`src/cnn_cfg.svh`:
```
`ifndef CNN_CFG_SVH
`define CNN_CFG_SVH

// 16-bit lanes per burst line
`define BURST_LEN 4

// entries in the command and result FIFOs
`define FIFO_DEPTH 64

// host block size in 32-bit words
`define BLOCK_SIZE 16

// slack for the registered count in the throttle
`define BUFFER_HEADROOM 4

// line RAM address widths
`define D_RAM_AW 6
`define W_RAM_AW 8

`endif

```
`src/cnn_pkg.sv`:
```
`include "cnn_cfg.svh"

package cnn_pkg;

	typedef logic signed [15:0] lane_t;

	// lane 0 holds the earliest sample of the burst
	typedef lane_t [`BURST_LEN-1:0] line_t;

	typedef struct packed {
		logic [2:0]  op_type;
		logic [3:0]  stride;
		logic [7:0]  kernel;
		logic [7:0]  i_side;
		logic [7:0]  o_side;
		logic [15:0] i_channel;
		logic [15:0] o_channel;
		logic [7:0]  padding;
		logic [7:0]  kernel_size;
		logic [15:0] stride2;
	} layer_cfg_t;

	typedef struct packed {
		logic signed [31:0] value;
		logic               last;   // final output channel of the run
	} result_t;

	typedef enum logic [2:0] {
		CSB_IDLE,
		CSB_WORD0,
		CSB_WORD1,
		CSB_WORD2,
		CSB_DONE
	} csb_state_t;

	localparam logic [2:0] OP_GEMM = 3'd1;

endpackage

```
`src/csb.sv`:
```
module csb
	import cnn_pkg::*;
(
	input  logic        okClk,
	input  logic        i_rst,
	input  logic        i_op_en,
	input  logic        i_fifo_empty,
	input  logic [31:0] i_fifo_data,
	output logic        o_fifo_read,
	output layer_cfg_t  o_cfg,
	output csb_state_t  o_state
);

	csb_state_t state;
	csb_state_t state_next;
	logic       in_word;

	assign o_state = state;

	assign in_word = (state == CSB_WORD0) || (state == CSB_WORD1) ||
	                 (state == CSB_WORD2);

	// head of the FWFT FIFO is taken in the same cycle as the pop
	assign o_fifo_read = in_word && !i_fifo_empty;

	always_comb begin
		state_next = state;
		case (state)
			CSB_IDLE:  if (i_op_en) state_next = CSB_WORD0;
			CSB_WORD0: if (!i_fifo_empty) state_next = CSB_WORD1;
			CSB_WORD1: if (!i_fifo_empty) state_next = CSB_WORD2;
			CSB_WORD2: if (!i_fifo_empty) state_next = CSB_DONE;
			CSB_DONE:  state_next = CSB_IDLE;
			default:   state_next = CSB_IDLE;
		endcase
	end

	always_ff @(posedge okClk) begin
		if (i_rst)
			state <= CSB_IDLE;
		else
			state <= state_next;
	end

	// field decode, held until the next command
	always_ff @(posedge okClk) begin
		if (i_rst) begin
			o_cfg <= '0;
		end else if (o_fifo_read) begin
			case (state)
				CSB_WORD0: begin
					o_cfg.o_side  <= i_fifo_data[31:24];
					o_cfg.i_side  <= i_fifo_data[23:16];
					o_cfg.kernel  <= i_fifo_data[15:8];
					o_cfg.stride  <= i_fifo_data[7:4];
					o_cfg.op_type <= i_fifo_data[2:0];   // bit 3 is spare
				end
				CSB_WORD1: begin
					o_cfg.o_channel <= i_fifo_data[31:16];
					o_cfg.i_channel <= i_fifo_data[15:0];
				end
				CSB_WORD2: begin
					o_cfg.stride2     <= i_fifo_data[31:16];
					o_cfg.kernel_size <= i_fifo_data[15:8];
					o_cfg.padding     <= i_fifo_data[7:0];
				end
				default: o_cfg <= o_cfg;
			endcase
		end
	end

endmodule

```
`config.mk`:
```
export PLATFORM = sky130hd
export DESIGN_NAME = csb
export DESIGN_NICKNAME = d
export VERILOG_FILES = /design/src/cnn_pkg.sv /design/src/csb.sv
export VERILOG_INCLUDE_DIRS = /design/src /design/src/src
export SDC_FILE = /design/constraint.sdc
export NUM_CORES = 1
export LEC_CHECK = 0
export ABC_AREA = 1
export ABC_CLOCK_PERIOD_IN_PS = 3100
export CAP_MARGIN = 20
export CORE_AREA = 2 2 81 83
export CTS_CLUSTER_DIAMETER = 200
export DETAILED_ROUTE_END_ITERATION = 12
export DIE_AREA = 0 0 83 85
export DONT_BUFFER_PORTS = 1
export GPL_TIMING_DRIVEN = 0
export MAX_ROUTING_LAYER = met4
export PLACE_DENSITY_LB_ADDON = 0.12
export SYNTH_ARGS = -nofsm -noshare
export SYNTH_HDL_FRONTEND = slang
export SYNTH_SLANG_ARGS = --single-unit
```
`constraint.sdc`:
```
create_clock -name okClk -period 3.1 [get_ports okClk]
set_input_delay 0 -clock okClk [delete_from_list [all_inputs] [get_ports okClk]]
set_output_delay 0 -clock okClk [all_outputs]
set_load 0.05 [all_outputs]
```
# Yosys cells after proc, flatten, opt, wreduce, memory -nomap -nowiden
# Cells that the tools add are included.
[word_totals]
regBits = 98
latch_bits = 0
ramBits = 0
mem_bits_ro = 0
in_bits = 36
output_inout_bits = 99
mem_count = 0
[op_classes]
add_sub_neg = 0
multipliers = 0
div = 0
order_cmp = 0
eq_ne = 7
shift = 0
n_mux = 5
bitwise_logic = 0
reduce_logical = 9
[op_table]
columns = ["op", "count"]
rows = [
  ["$mux W3", 4],
  ["$pmux W3 S4", 1],
  ["$ne A2 B2 Y1 const B", 4],
  ["$eq A3 B2 Y1 const B", 2],
  ["$reduce_and A2 Y1", 3],
  ["$reduce_and A4 Y1", 1],
  ["$eq A3 B1 Y1 const B", 1],
  ["$logic_not A3 Y1", 1],
  ["$logic_or A1 B1 Y1", 2],
  ["$logic_and A1 B1 Y1", 1],
  ["$logic_not A1 Y1", 1],
]

# Depth between registers and ports, before layout
# Gate-level depths: netlist of the first run.
[depth]
depth_word = 5
ltp_mapped = 6

# Least setup slack after synthesis of the first run
# OpenSTA, ideal clock, no wires.
[synth_timing]
kind = "reg2out"
start = "reg state[0], in the netlist o_state[0]"
end = "out o_fifo_read"
arrival_time_ps = 1866
t_required_ps = 3100
setup_slack_ps = 1234
stages_incl_launch_ff = 3
path_cell_list = "dfxtp_1 > nor2_1 > nor3_1"
[synth_between]
elab_chain_len = 4
elab_cells_between_ends = 6
cone_classes = "eq/ne (3); reduce/logical (3)"
[synth_lines]
columns = ["item", "line_no", "rtl"]
rows = [
  ["from (decl)", "csb.sv:14", "csb_state_t state;"],
  ["from (signal assigned)", "csb.sv:42", "state <= state_next;"],
  ["$eq A3 B1 Y1 / $eq A3 B2 Y1 (equally long branches)", "csb.sv:20", "assign in_word = (state == CSB_WORD0) || (state == CSB_WORD1) ||"],
  ["$logic_or A1 B1 Y1", "csb.sv:20", ""],
  ["$logic_or A1 B1 Y1 (*)", "csb.sv:20", ""],
  ["$logic_and A1 B1 Y1 (*)", "csb.sv:24", "assign o_fifo_read = in_word && !i_fifo_empty;"],
  ["to (decl)", "csb.sv:9", "output logic o_fifo_read,"],
]
# Mark *: on every way between the ends. The rest lies on a longest branch, timed or not.

# Worst setup path in the final report of the first run
[layout_timing]
start = "reg state[0], in the netlist o_state[0]"
end = "reg state[0], in the netlist o_state[0]"
[layout_between]
elab_chain_len = 3
elab_cells_between_ends = 10
cone_classes = "eq/ne (7); mux (1); reduce/logical (2)"
[layout_lines]
columns = ["item", "line_no", "rtl"]
rows = [
  ["$eq A3 B2 Y1, or another cell as far along", "csb.sv:28", "case (state)"],
  ["$ne A2 B2 Y1 (no line)", "n/a", ""],
  ["$reduce_and A4 Y1 (no line)", "n/a", ""],
]
# Several ways; a longest one is shown, not always the timed one.
# A chain may end at the register's enable or synchronous reset.

==> flow_summary.yaml, run 1 <==
synthesis:
  synthesis.instances: 448
  postSynth.asyncResetShare_pct: 0
  synth.ff_latch_count: 98
  synthTopCellsByCount: "sky130_fd_sc_hd__nand2_1, sky130_fd_sc_hd__dfxtp_1, sky130_fd_sc_hd__a21oi_1, sky130_fd_sc_hd__nand3_1, sky130_fd_sc_hd__buf_2"
  yosysSeqAreaShare_pct: 54.44
  synth_warnings: 0
  count_of_flip_flops_with_a_built_in_enable_after_synthesis: 0
  synth_ff_type: "sky130_fd_sc_hd__dfxtp_1"
  netlist_top_cells_area: "sky130_fd_sc_hd__dfxtp_1, sky130_fd_sc_hd__a21oi_1, sky130_fd_sc_hd__nand3_1, sky130_fd_sc_hd__nand2_1, sky130_fd_sc_hd__buf_4"
  most_frequent_cell_after_synthesis: "sky130_fd_sc_hd__nand2_1"
  yosys.cell_types.count: 13
  syn-cell-area_sq_mm: 0.003603
  synthesis.nets: 484
  synthesis.area_per_instance_sq_um: 8.043
  synth_top_area_cell: "sky130_fd_sc_hd__dfxtp_1"
  synth.top_cell.area_share_pct: 54.44
timing:
  clock.fmax_mhz: 433.9
  post-route-min-period_ns: 2.305
  final-hold-violation-count: 0
  rsz0062_at_grt: "no"
  post-route-worst-setup-slack_ns: 0.7953
  max_slew.worst_pin.slew_ns: 0.8816
  fin_crit_sh_pct: 74.35
  setup_violations: 0
  worst_rel_slew_slack_pct: 40.91
  timing.final.max_slew_violations: 0
  final_layout_setup_total_negative_slack_ns: 0
  skew_ns: 0.007293
  fin_hold_ws_ns: 0.03698
cts:
  ctsHtreeMaxLevel: 3
  cts_buffer_depth: 2
  clockRootBuffer: "sky130_fd_sc_hd__clkbuf_8"
  worst_skew_pair.late_latency_ns: 0.35
  cts-buffers-inserted: 9
  cts_sinks: 98
  tritoncts: "yes"
  clkTransAtPathRegs_ns: 0.09
floorplanning:
  fp.dieW_um: 83
  die-height_um: 85
  fp.coreArea_sq_mm: 0.006205
  rows: 29
  initial_core_util_pct: 58.08
  dieArea_sq_mm: 0.007055
  top_level_ports: 135
placed_design:
  pre_cts_slack_ns: 1.315
  place_inst: 525
  placedInstanceArea_sq_mm: 0.003705
  dpl.hpwl_um: 7044
  gp_congestion: 0.7890
  io_buffers: 0
setup_path:
  critPathLaunchType: "register"
  crit_path_frequent_cell: "sky130_fd_sc_hd__buf_4"
  crit_path_max_incr_delay_ns: 0.75
  worst_path_buffer_plus_inverter_count: 4
  criticalPathCategory: "register to register"
  crit_path_cell_trace: "inv_1, nor2_2, buf_4, buf_4, nand2_1, a21oi_1, dlygate4sd3_1"
  path_delay_family: "buffers and inverters"
  worst_path_maximum_fanout: 10
  worst_ep_required_time_ns: 3.40
  slowest_stage: "sky130_fd_sc_hd__dfxtp_1"
  endpoint_kind: "register"
  worst_ep_arrival_time_ns: 2.60
power:
  vdd_ir_drop_max_mv: 0.3890
  power.static_leakage_nw: 1.422
  power_per_cell_area_mw_per_mm2: 623.8
outcome:
  status: "completed"
layout:
  final.fill_count: 539
  summed_area_of_non_filler_cells_in_the_final_layout_sq_mm: 0.004273
  seq_area_sq_mm: 0.001962
  drive_gt1_share_pct: 10.04
  instances_no_fill: 575
  multiInputGateArea_sq_mm: 0.001410
  antenna_diode_count: 0
  area.growth.synth_to_final_pct: 18.58
  nets: 529
drt:
  total_iterations_of_the_first_detailed_routing_run: 5
  drtIter0Drc: 254
  ant_nets: 0
  wl_per_cell_um: 17.81
  detail_route.wirelength_um: 10240
  drc_violations_left: 0
  routed-via-count: 3342
  vias_per_cell: 5.812
min_path:
  hold_path_class: "input pin to register"
global_route:
  grt_util_all_layers_pct: 29.40
  grt_overflow: 0
  number_of_antenna_violations_at_the_first_check_in_global_routing: 0
  grt_pass1_vias: 3162
  pin_count_of_the_biggest_net_entering_global_routing: 17
  grt_first_pass_wirelength_um: 16060
run:
  maximum_capacitance_violations: 0
## registers in the layout, summed over array words and instances (netlist names)
| register | count |
|---|---|
| o_cfg | 95 |
| o_state | 3 |
## final timing paths
path	startpoint	to	slack [ns]	cells past startpoint
worst max-delay path	o_state[0]	o_state[0]	0.80	7
worst min-delay path	i_fifo_empty	o_cfg[23]	0.04	4
worst max register to register	o_state[0]	o_state[0]	0.80	7
worst min register to register	o_cfg[9]	o_cfg[9]	0.71	2
## metrics by stage
step / utilization (%) / total power (W)
2_1_floorplan: - / 0.001659
3_3_place_gp: 59.63 / 0.001723
3_5_place_dp: 59.71 / 0.001726
4_1_cts: 68.86 / 0.002674
5_1_grt: 68.86 / 0.002754
6_report: 68.86 / 0.002666
## layer usage
| layer | wire length, um | up-vias | track usage, % |
|---|---|---|---|
| li1 | - | 1610 | - |
| met1 | 4374 | 1572 | 37.65 |
| met2 | 4914 | 150 | 46.33 |
| met3 | 862 | 10 | 7.588 |
| met4 | 89 | 0 | 8.644 |
| met5 | 0 | - | - |
## cells by family (layout without fill, tap and decap cells)
group / count (synthesis) / in the layout / share of synthesized area, %
AND/OR/NAND/NOR: 209 / 209 / 25.52
buffers and inverters: 44 / 94 / 6.562
flip-flops: 98 / 98 / 54.44
AO/OA/AOI/OAI: 97 / 97 / 13.47
## cells in the final DEF (no fill, tap or decap)
| cell | count |
|---|---|
| sky130_fd_sc_hd__nand4_1 | 2 |
| sky130_fd_sc_hd__nor2_2 | 3 |
| sky130_fd_sc_hd__buf_4 | 14 |
| sky130_fd_sc_hd__buf_2 | 15 |
| sky130_fd_sc_hd__nand3_1 | 97 |
| sky130_fd_sc_hd__clkbuf_8 | 10 |
| sky130_fd_sc_hd__a21oi_1 | 97 |
| sky130_fd_sc_hd__inv_1 | 3 |
| sky130_fd_sc_hd__dfxtp_1 | 98 |
| sky130_fd_sc_hd__bufinv_16 | 2 |
| sky130_fd_sc_hd__nor3_2 | 1 |
| sky130_fd_sc_hd__nand2_1 | 102 |
| sky130_fd_sc_hd__clkbuf_1 | 11 |
| sky130_fd_sc_hd__inv_2 | 1 |
| sky130_fd_sc_hd__dlygate4sd3_1 | 34 |
| sky130_fd_sc_hd__clkinvlp_4 | 4 |
| sky130_fd_sc_hd__nor2_1 | 4 |
## report_power, final
group	internal, W	leakage [nW]	switching [W]
clock network	0.000476	0.101	0.000434
registers	0.00130	0.792	0.000164
logic	0.000103	0.529	0.000192
## final cells by class
cell class	count	share of cell area (%)
sequential	98	45.92
multi-input combinational	306	33.00
timing repair buffer	34	7.965
buffer	40	5.183
clock buffer	10	3.221
tap	77	2.255
clock inverter	6	2.108
inverter	4	0.3514
## worst register-to-register path, stage by stage, from the launching register on
cell and delay, ns:
sky130_fd_sc_hd__dfxtp_1 0.75, sky130_fd_sc_hd__inv_1 0.16, sky130_fd_sc_hd__nor2_2 0.16, sky130_fd_sc_hd__buf_4 0.21, sky130_fd_sc_hd__buf_4 0.19, sky130_fd_sc_hd__nand2_1 0.07
sky130_fd_sc_hd__a21oi_1 0.15, sky130_fd_sc_hd__dlygate4sd3_1 0.57
## repair_timing
item                                   in CTS  in global routing
endpoints found under the hold margin      97                  0
setup buffers                               0                  0
resized for setup                           0                  0
hold buffers                               34                  0
No activity file was read; power rests on OpenSTA's default activity.
==> run 2: changes to the inputs <==
--- a/config.mk
+++ b/config.mk
@@ -7,12 +7,12 @@
 export NUM_CORES = 1
 export LEC_CHECK = 0
 export ABC_AREA = 1
-export ABC_CLOCK_PERIOD_IN_PS = 3100
+export ABC_CLOCK_PERIOD_IN_PS = 2070
 export CAP_MARGIN = 20
-export CORE_AREA = 2 2 81 83
+export CORE_AREA = 2 2 84 86
 export CTS_CLUSTER_DIAMETER = 200
 export DETAILED_ROUTE_END_ITERATION = 12
-export DIE_AREA = 0 0 83 85
+export DIE_AREA = 0 0 86 88
 export DONT_BUFFER_PORTS = 1
 export GPL_TIMING_DRIVEN = 0
 export MAX_ROUTING_LAYER = met4
==> constraint.sdc (replaced) <==
create_clock -name okClk -period 2.07 [get_ports okClk]
set_input_delay 0 -clock okClk [delete_from_list [all_inputs] [get_ports okClk]]
set_output_delay 0 -clock okClk [all_outputs]
set_load 0.05 [all_outputs]
==> run 2 against run 1 <==
Effect of this change:
- power grew 54%
- first-iteration DRC count shrank 49%
- register-to-register slack lost 0.55 ns
- clock-buffer cell count is the same
- critical path depth shrank 5
- design area grew 0.38%
- critical endpoint is now o_fifo_read
- largest cell class unchanged
==> flow_summary.yaml, run 2 (same netlist as run 1, synthesis figures left out) <==
cts:
  ctsHtreeMaxLevel: 3
  cts.repair.resized: 0
  cts_sinks: 98
  clkTransAtPathRegs_ns: 0.09
  worst_skew_pair.late_latency_ns: 0.35
  tritoncts: "yes"
  cts_buffer_depth: 2
  clockRootBuffer: "sky130_fd_sc_hd__clkbuf_8"
  cts-buffers-inserted: 9
drt:
  routed-via-count: 3366
  ant_nets: 0
  detail_route.wirelength_um: 10550
  wl_per_cell_um: 18.28
  vias_per_cell: 5.834
  total_iterations_of_the_first_detailed_routing_run: 4
  drtIter0Drc: 130
  drc_violations_left: 0
power:
  power_frac_clock_pct: 35.6
  power.sequential.fraction_pct: 53.4
  power.static_leakage_nw: 1.438
  switching_share_pct: 28.68
  vdd_ir_drop_max_mv: 0.5045
  power_per_cell_area_mw_per_mm2: 954.5
  p_int_w: 0.002920
  p_sw_w: 0.001174
  combinationalPowerShare_pct: 10.9
setup_path:
  worst_path_maximum_fanout: 5
  worst_ep_arrival_time_ns: 1.97
  worst_ep_required_time_ns: 2.07
  crit_path_cell_trace: "nor2_1, nor3_2"
  crit_start: "o_state[0]"
  worst_path_buffer_plus_inverter_count: 0
  path_delay_family: "simple AND/OR/NAND/NOR gates"
  timing.rr.start: "o_state[2]"
  endpoint_kind: "output port"
  crit_path_max_incr_delay_ns: 0.74
  criticalPathCategory: "register to output port"
  slowest_stage: "sky130_fd_sc_hd__dfxtp_1"
  critPathLaunchType: "register"
floorplanning:
  dieArea_sq_mm: 0.007568
  fp.dieW_um: 86
  die-height_um: 88
  fp.coreArea_sq_mm: 0.006644
  rows: 30
  top_level_ports: 135
  initial_core_util_pct: 54.24
timing:
  timing.final.max_slew_violations: 0
  max_slew.worst_pin.slew_ns: 0.8972
  worst_rel_slew_slack_pct: 39.86
  post-route-min-period_ns: 1.974
  fin_hold_ws_ns: 0.02170
  skew_ns: 0.009263
  final_layout_setup_total_negative_slack_ns: 0
  post-route-worst-setup-slack_ns: 0.09571
  fin_crit_sh_pct: 95.38
  clock.fmax_mhz: 506.5
  setup_violations: 0
  rsz0062_at_grt: "no"
  final-hold-violation-count: 0
min_path:
  worstHoldStart: "i_fifo_empty"
  hold_path_class: "input pin to register"
placed_design:
  gp_congestion: 0.8348
  dpl.hpwl_um: 7143
  pre_cts_slack_ns: 0.2959
  placedInstanceArea_sq_mm: 0.003709
  io_buffers: 0
global_route:
  grt_pass1_vias: 3241
  grt_overflow: 0
  pin_count_of_the_biggest_net_entering_global_routing: 16
  grt_util_all_layers_pct: 28.82
  number_of_antenna_violations_at_the_first_check_in_global_routing: 0
  grt_first_pass_wirelength_um: 16330
outcome:
  status: "completed"
layout:
  registers.top_by_ff_count: "o_cfg"
  area.growth.synth_to_final_pct: 19.03
  summed_area_of_non_filler_cells_in_the_final_layout_sq_mm: 0.004289
  largest_register_ff_count: 95
  most_common_library_cell_in_the_layout_ignoring_fill_and_taps: "sky130_fd_sc_hd__nand2_1"
  drive_gt1_share_pct: 9.859
  layout.core_utilization_pct: 64.56
  nets: 529
  antenna_diode_count: 0
  top_library_cells_by_usage_in_the_layout_fill_and_taps_aside: "sky130_fd_sc_hd__nand2_1, sky130_fd_sc_hd__dfxtp_1, sky130_fd_sc_hd__nand3_1, sky130_fd_sc_hd__a21oi_1, sky130_fd_sc_hd__dlygate4sd3_1"
run:
  maximum_capacitance_violations: 0
[run 2: cell types whose count changed in the layout (fill, tap and decap cells not counted)]
cell                         before  now
sky130_fd_sc_hd__clkinvlp_4       4    1
sky130_fd_sc_hd__bufinv_16        2    3
sky130_fd_sc_hd__clkinv_2         0    1
[run 2: metrics by stage]
stage                     total power [W]  cells
final                            0.004094    577
after global routing             0.004237    577
after global placement           0.002585    528
after detailed placement         0.002594    528
after floorplan                  0.002485    448
after CTS                        0.004092    577
[run 2: timing repair]
action / CTS / global route
hold buffers: 34 / 0
buffers inserted: 0 / 0
hold endpoints to repair: 97 / 0
[run 2: worst register-to-register path: stages (launching register included)]
cell                      delay, ns
sky130_fd_sc_hd__dfxtp_1       0.83
sky130_fd_sc_hd__nor2_2        0.18
sky130_fd_sc_hd__nand2_1       0.24
sky130_fd_sc_hd__buf_2         0.29
sky130_fd_sc_hd__nand2_1       0.08
sky130_fd_sc_hd__a21oi_1       0.13
[run 2: layout make-up]
type,count,area [sq um]
fillers,600,2355
flip-flops and latches,98,1962
multi-input cells,306,1410
repair buffers,34,340.3
plain buffers,40,221.5
clock buffers,10,137.6
clock inverters,5,102.6
well taps,80,100.1
inverters,4,15.01
[run 2: final timing paths]
path	depth (start not counted)	endpoint	slack (ns)
worst max register to register	5	o_cfg[42]	0.25
worst min-delay path	4	o_cfg[23]	0.02
worst min register to register	2	o_cfg[34]	0.71
worst max-delay path	2	o_fifo_read	0.1
[run 2: power by group through the flow]
stage          Clock (W)  Sequential (W)  Combinational [W]
2_1_floorplan          0         0.00222           0.000270
3_3_place_gp           0         0.00223           0.000354
3_5_place_dp           0         0.00223           0.000363
4_1_cts          0.00146         0.00219           0.000441
5_1_grt          0.00155         0.00219           0.000490
6_report         0.00146         0.00219           0.000448
[run 2: per-layer routing]
layer	share of wire, %	GRT usage (%)
met5	0	-
met4	1.3	9.235
met3	9.6	7.352
met2	47	44.89
met1	42	36.79
==> run 3: changes to the inputs <==
--- a/config.mk
+++ b/config.mk
@@ -11,12 +11,14 @@
 export CAP_MARGIN = 20
 export CORE_AREA = 2 2 84 86
 export CTS_CLUSTER_DIAMETER = 200
+export CTS_CLUSTER_SIZE = 12
 export DETAILED_ROUTE_END_ITERATION = 12
 export DIE_AREA = 0 0 86 88
 export DONT_BUFFER_PORTS = 1
 export GPL_TIMING_DRIVEN = 0
 export MAX_ROUTING_LAYER = met4
 export PLACE_DENSITY_LB_ADDON = 0.12
+export REMOVE_ABC_BUFFERS = 1
 export SYNTH_ARGS = -nofsm -noshare
 export SYNTH_HDL_FRONTEND = slang
 export SYNTH_SLANG_ARGS = --single-unit
==> constraint.sdc (replaced) <==
create_clock -name okClk -period 2.07 [get_ports okClk]
set_input_delay 0 -clock okClk [delete_from_list [all_inputs] [get_ports okClk]]
set_output_delay 0 -clock okClk [all_outputs]
set_load 0.01 [all_outputs]
==> run 3 against run 2 <==
Effect of this change:
- power shrank 11%
- die area is the same
- sequential power shrank 8%
- largest power group unchanged
==> flow_summary.yaml, run 3 (same netlist as run 1, synthesis figures left out) <==
placed_design:
  io_buffers: 0
  dpl.hpwl_um: 5425
  gp_congestion: 0.7564
  pre_cts_slack_ns: -0.5998
cts:
  cts-buffers-inserted: 9
  worst_skew_pair.late_latency_ns: 0.36
  cts_sinks: 98
  clkTransAtPathRegs_ns: 0.10
  clockRootBuffer: "sky130_fd_sc_hd__clkbuf_8"
  tritoncts: "yes"
  cts_buffer_depth: 2
  ctsHtreeMaxLevel: 3
setup_path:
  worst_path_buffer_plus_inverter_count: 3
  rr_worst_depth: 7
  ff_to_ff_end: "o_cfg[65]"
  slowest_stage: "sky130_fd_sc_hd__dfxtp_2"
  worst_ep_required_time_ns: 2.30
  crit_path_cell_trace: "inv_1, nor2_4, buf_4, nand2_2, buf_16, nand2_1, a21oi_1"
  path_delay_family: "buffers and inverters"
  crit_path_max_incr_delay_ns: 0.47
  critPathLaunchType: "register"
  worst_path_maximum_fanout: 23
  timing.rr.start: "o_state[0]"
  endpoint_kind: "register"
  worst_ep_arrival_time_ns: 2.10
  criticalPathCategory: "register to register"
  reg2reg_slack_ns: 0.20
drt:
  routed-via-count: 3271
  drc_violations_left: 0
  total_iterations_of_the_first_detailed_routing_run: 4
  drtIter0Drc: 194
  ant_nets: 0
  wl_per_cell_um: 18.95
  detail_route.wirelength_um: 10480
  vias_per_cell: 5.915
global_route:
  grt_overflow: 0
  pin_count_of_the_biggest_net_entering_global_routing: 99
  grt_first_pass_wirelength_um: 16410
  grt_pass1_vias: 3065
  grt_util_all_layers_pct: 28.70
  number_of_antenna_violations_at_the_first_check_in_global_routing: 0
power:
  vdd_ir_drop_max_mv: 0.4178
  power.static_leakage_nw: 1.383
  fin_total_pwr_w: 0.003636
  power_per_cell_area_mw_per_mm2: 854.3
timing:
  post-route-min-period_ns: 1.872
  final-hold-violation-count: 0
  post-route-worst-setup-slack_ns: 0.1983
  setup_violations: 0
  max_slew.worst_pin.slew_ns: 0.9920
  worst_rel_slew_slack_pct: 33.80
  clock.fmax_mhz: 534.3
  rsz0062_at_grt: "no"
  fin_crit_sh_pct: 90.42
  skew_ns: 0.01342
  timing.final.max_slew_violations: 0
outcome:
  status: "completed"
floorplanning:
  fp.dieW_um: 86
  die-height_um: 88
  dieArea_sq_mm: 0.007568
  top_level_ports: 135
  rows: 30
  fp.coreArea_sq_mm: 0.006644
  initial_core_util_pct: 54.24
layout:
  nets: 504
  largest_register_ff_count: 95
  most_common_library_cell_in_the_layout_ignoring_fill_and_taps: "sky130_fd_sc_hd__nand2_1"
  registers.top_by_ff_count: "o_cfg"
  antenna_diode_count: 0
  drive_gt1_share_pct: 8.034
  area.growth.synth_to_final_pct: 18.09
  top_library_cells_by_usage_in_the_layout_fill_and_taps_aside: "sky130_fd_sc_hd__nand2_1, sky130_fd_sc_hd__nand3_1, sky130_fd_sc_hd__a21oi_1"
min_path:
  min_to: "o_cfg[29]"
  worstHoldStart: "i_rst"
  timing.hold.worst_path_depth: 2
  hold_path_class: "input pin to register"
run:
  maximum_capacitance_violations: 0
-- run 3: metrics by stage --
| stage | hold WS (ns) | std cells | util, % | setup TNS [ns] | cell area (sq um) |
|---|---|---|---|---|---|
| after floorplan | 0.05069 | 408 | - | -89.30 | 3382 |
| after global placement | 0.05456 | 488 | 52.41 | -244.04 | 3482 |
| after detailed placement | 0.05655 | 493 | 54.71 | -30.56 | 3635 |
| after CTS | 0.03422 | 551 | 63.79 | 0 | 4238 |
| after global routing | 0.05009 | 553 | 64.05 | 0 | 4255 |
| final | 0.03203 | 553 | 64.05 | 0 | 4255 |
-- run 3: power by group --
part | internal (W) | switching, W | leakage [nW]
sequential | 0.00194 | 0.0000798 | 0.793
combinational | 0.000161 | 0.000302 | 0.504
clock | 0.000507 | 0.000643 | 0.0859
-- run 3: worst max path at each step --
| stage | start | to | slack (ns) | cells past startpoint |
|---|---|---|---|---|
| final | o_state[0] | o_cfg[65] | 0.20 | 7 |
| after global routing | o_state[1] | o_cfg[8] | 0.09 | 7 |
| after CTS | o_state[0] | o_cfg[90] | 0.03 | 7 |
| after detailed placement | o_state[0] | o_cfg[26] | -0.60 | 7 |
| after global placement | o_state[0] | o_cfg[29] | -2.57 | 5 |
| after floorplan | o_state[1] | o_cfg[32] | -0.95 | 5 |
-- run 3: layer usage --
layer  vias up  share of wire (%)  GRT usage, %  routed length [um]
met5         -                  0             -                   0
met4         0                1.6         10.68                 167
met3        16                9.8         7.823                1030
met2       145                 47         43.69                4916
met1      1545                 42         36.57                4362
li1       1565                  -             -                   -
-- run 3: timing repair --
item | 4_1_cts | 5_1_grt
endpoints found under the setup margin | 89 | 52
pin swaps | 4 | 1
endpoints found under the hold margin | 98 | 0
hold buffers | 35 | 0
resized for setup | 2 | 2
buffers inserted | 3 | 2
gates cloned | 4 | 0
-- run 3: final cells by class --
class,count,area (sq um)
multi-input cells,310,1458
well taps,80,100.1
fillers,568,2389
flip-flops and latches,98,1964
clock inverters,3,23.77
repair buffers,45,535.5
clock buffers,13,158.9
inverters,4,15.01
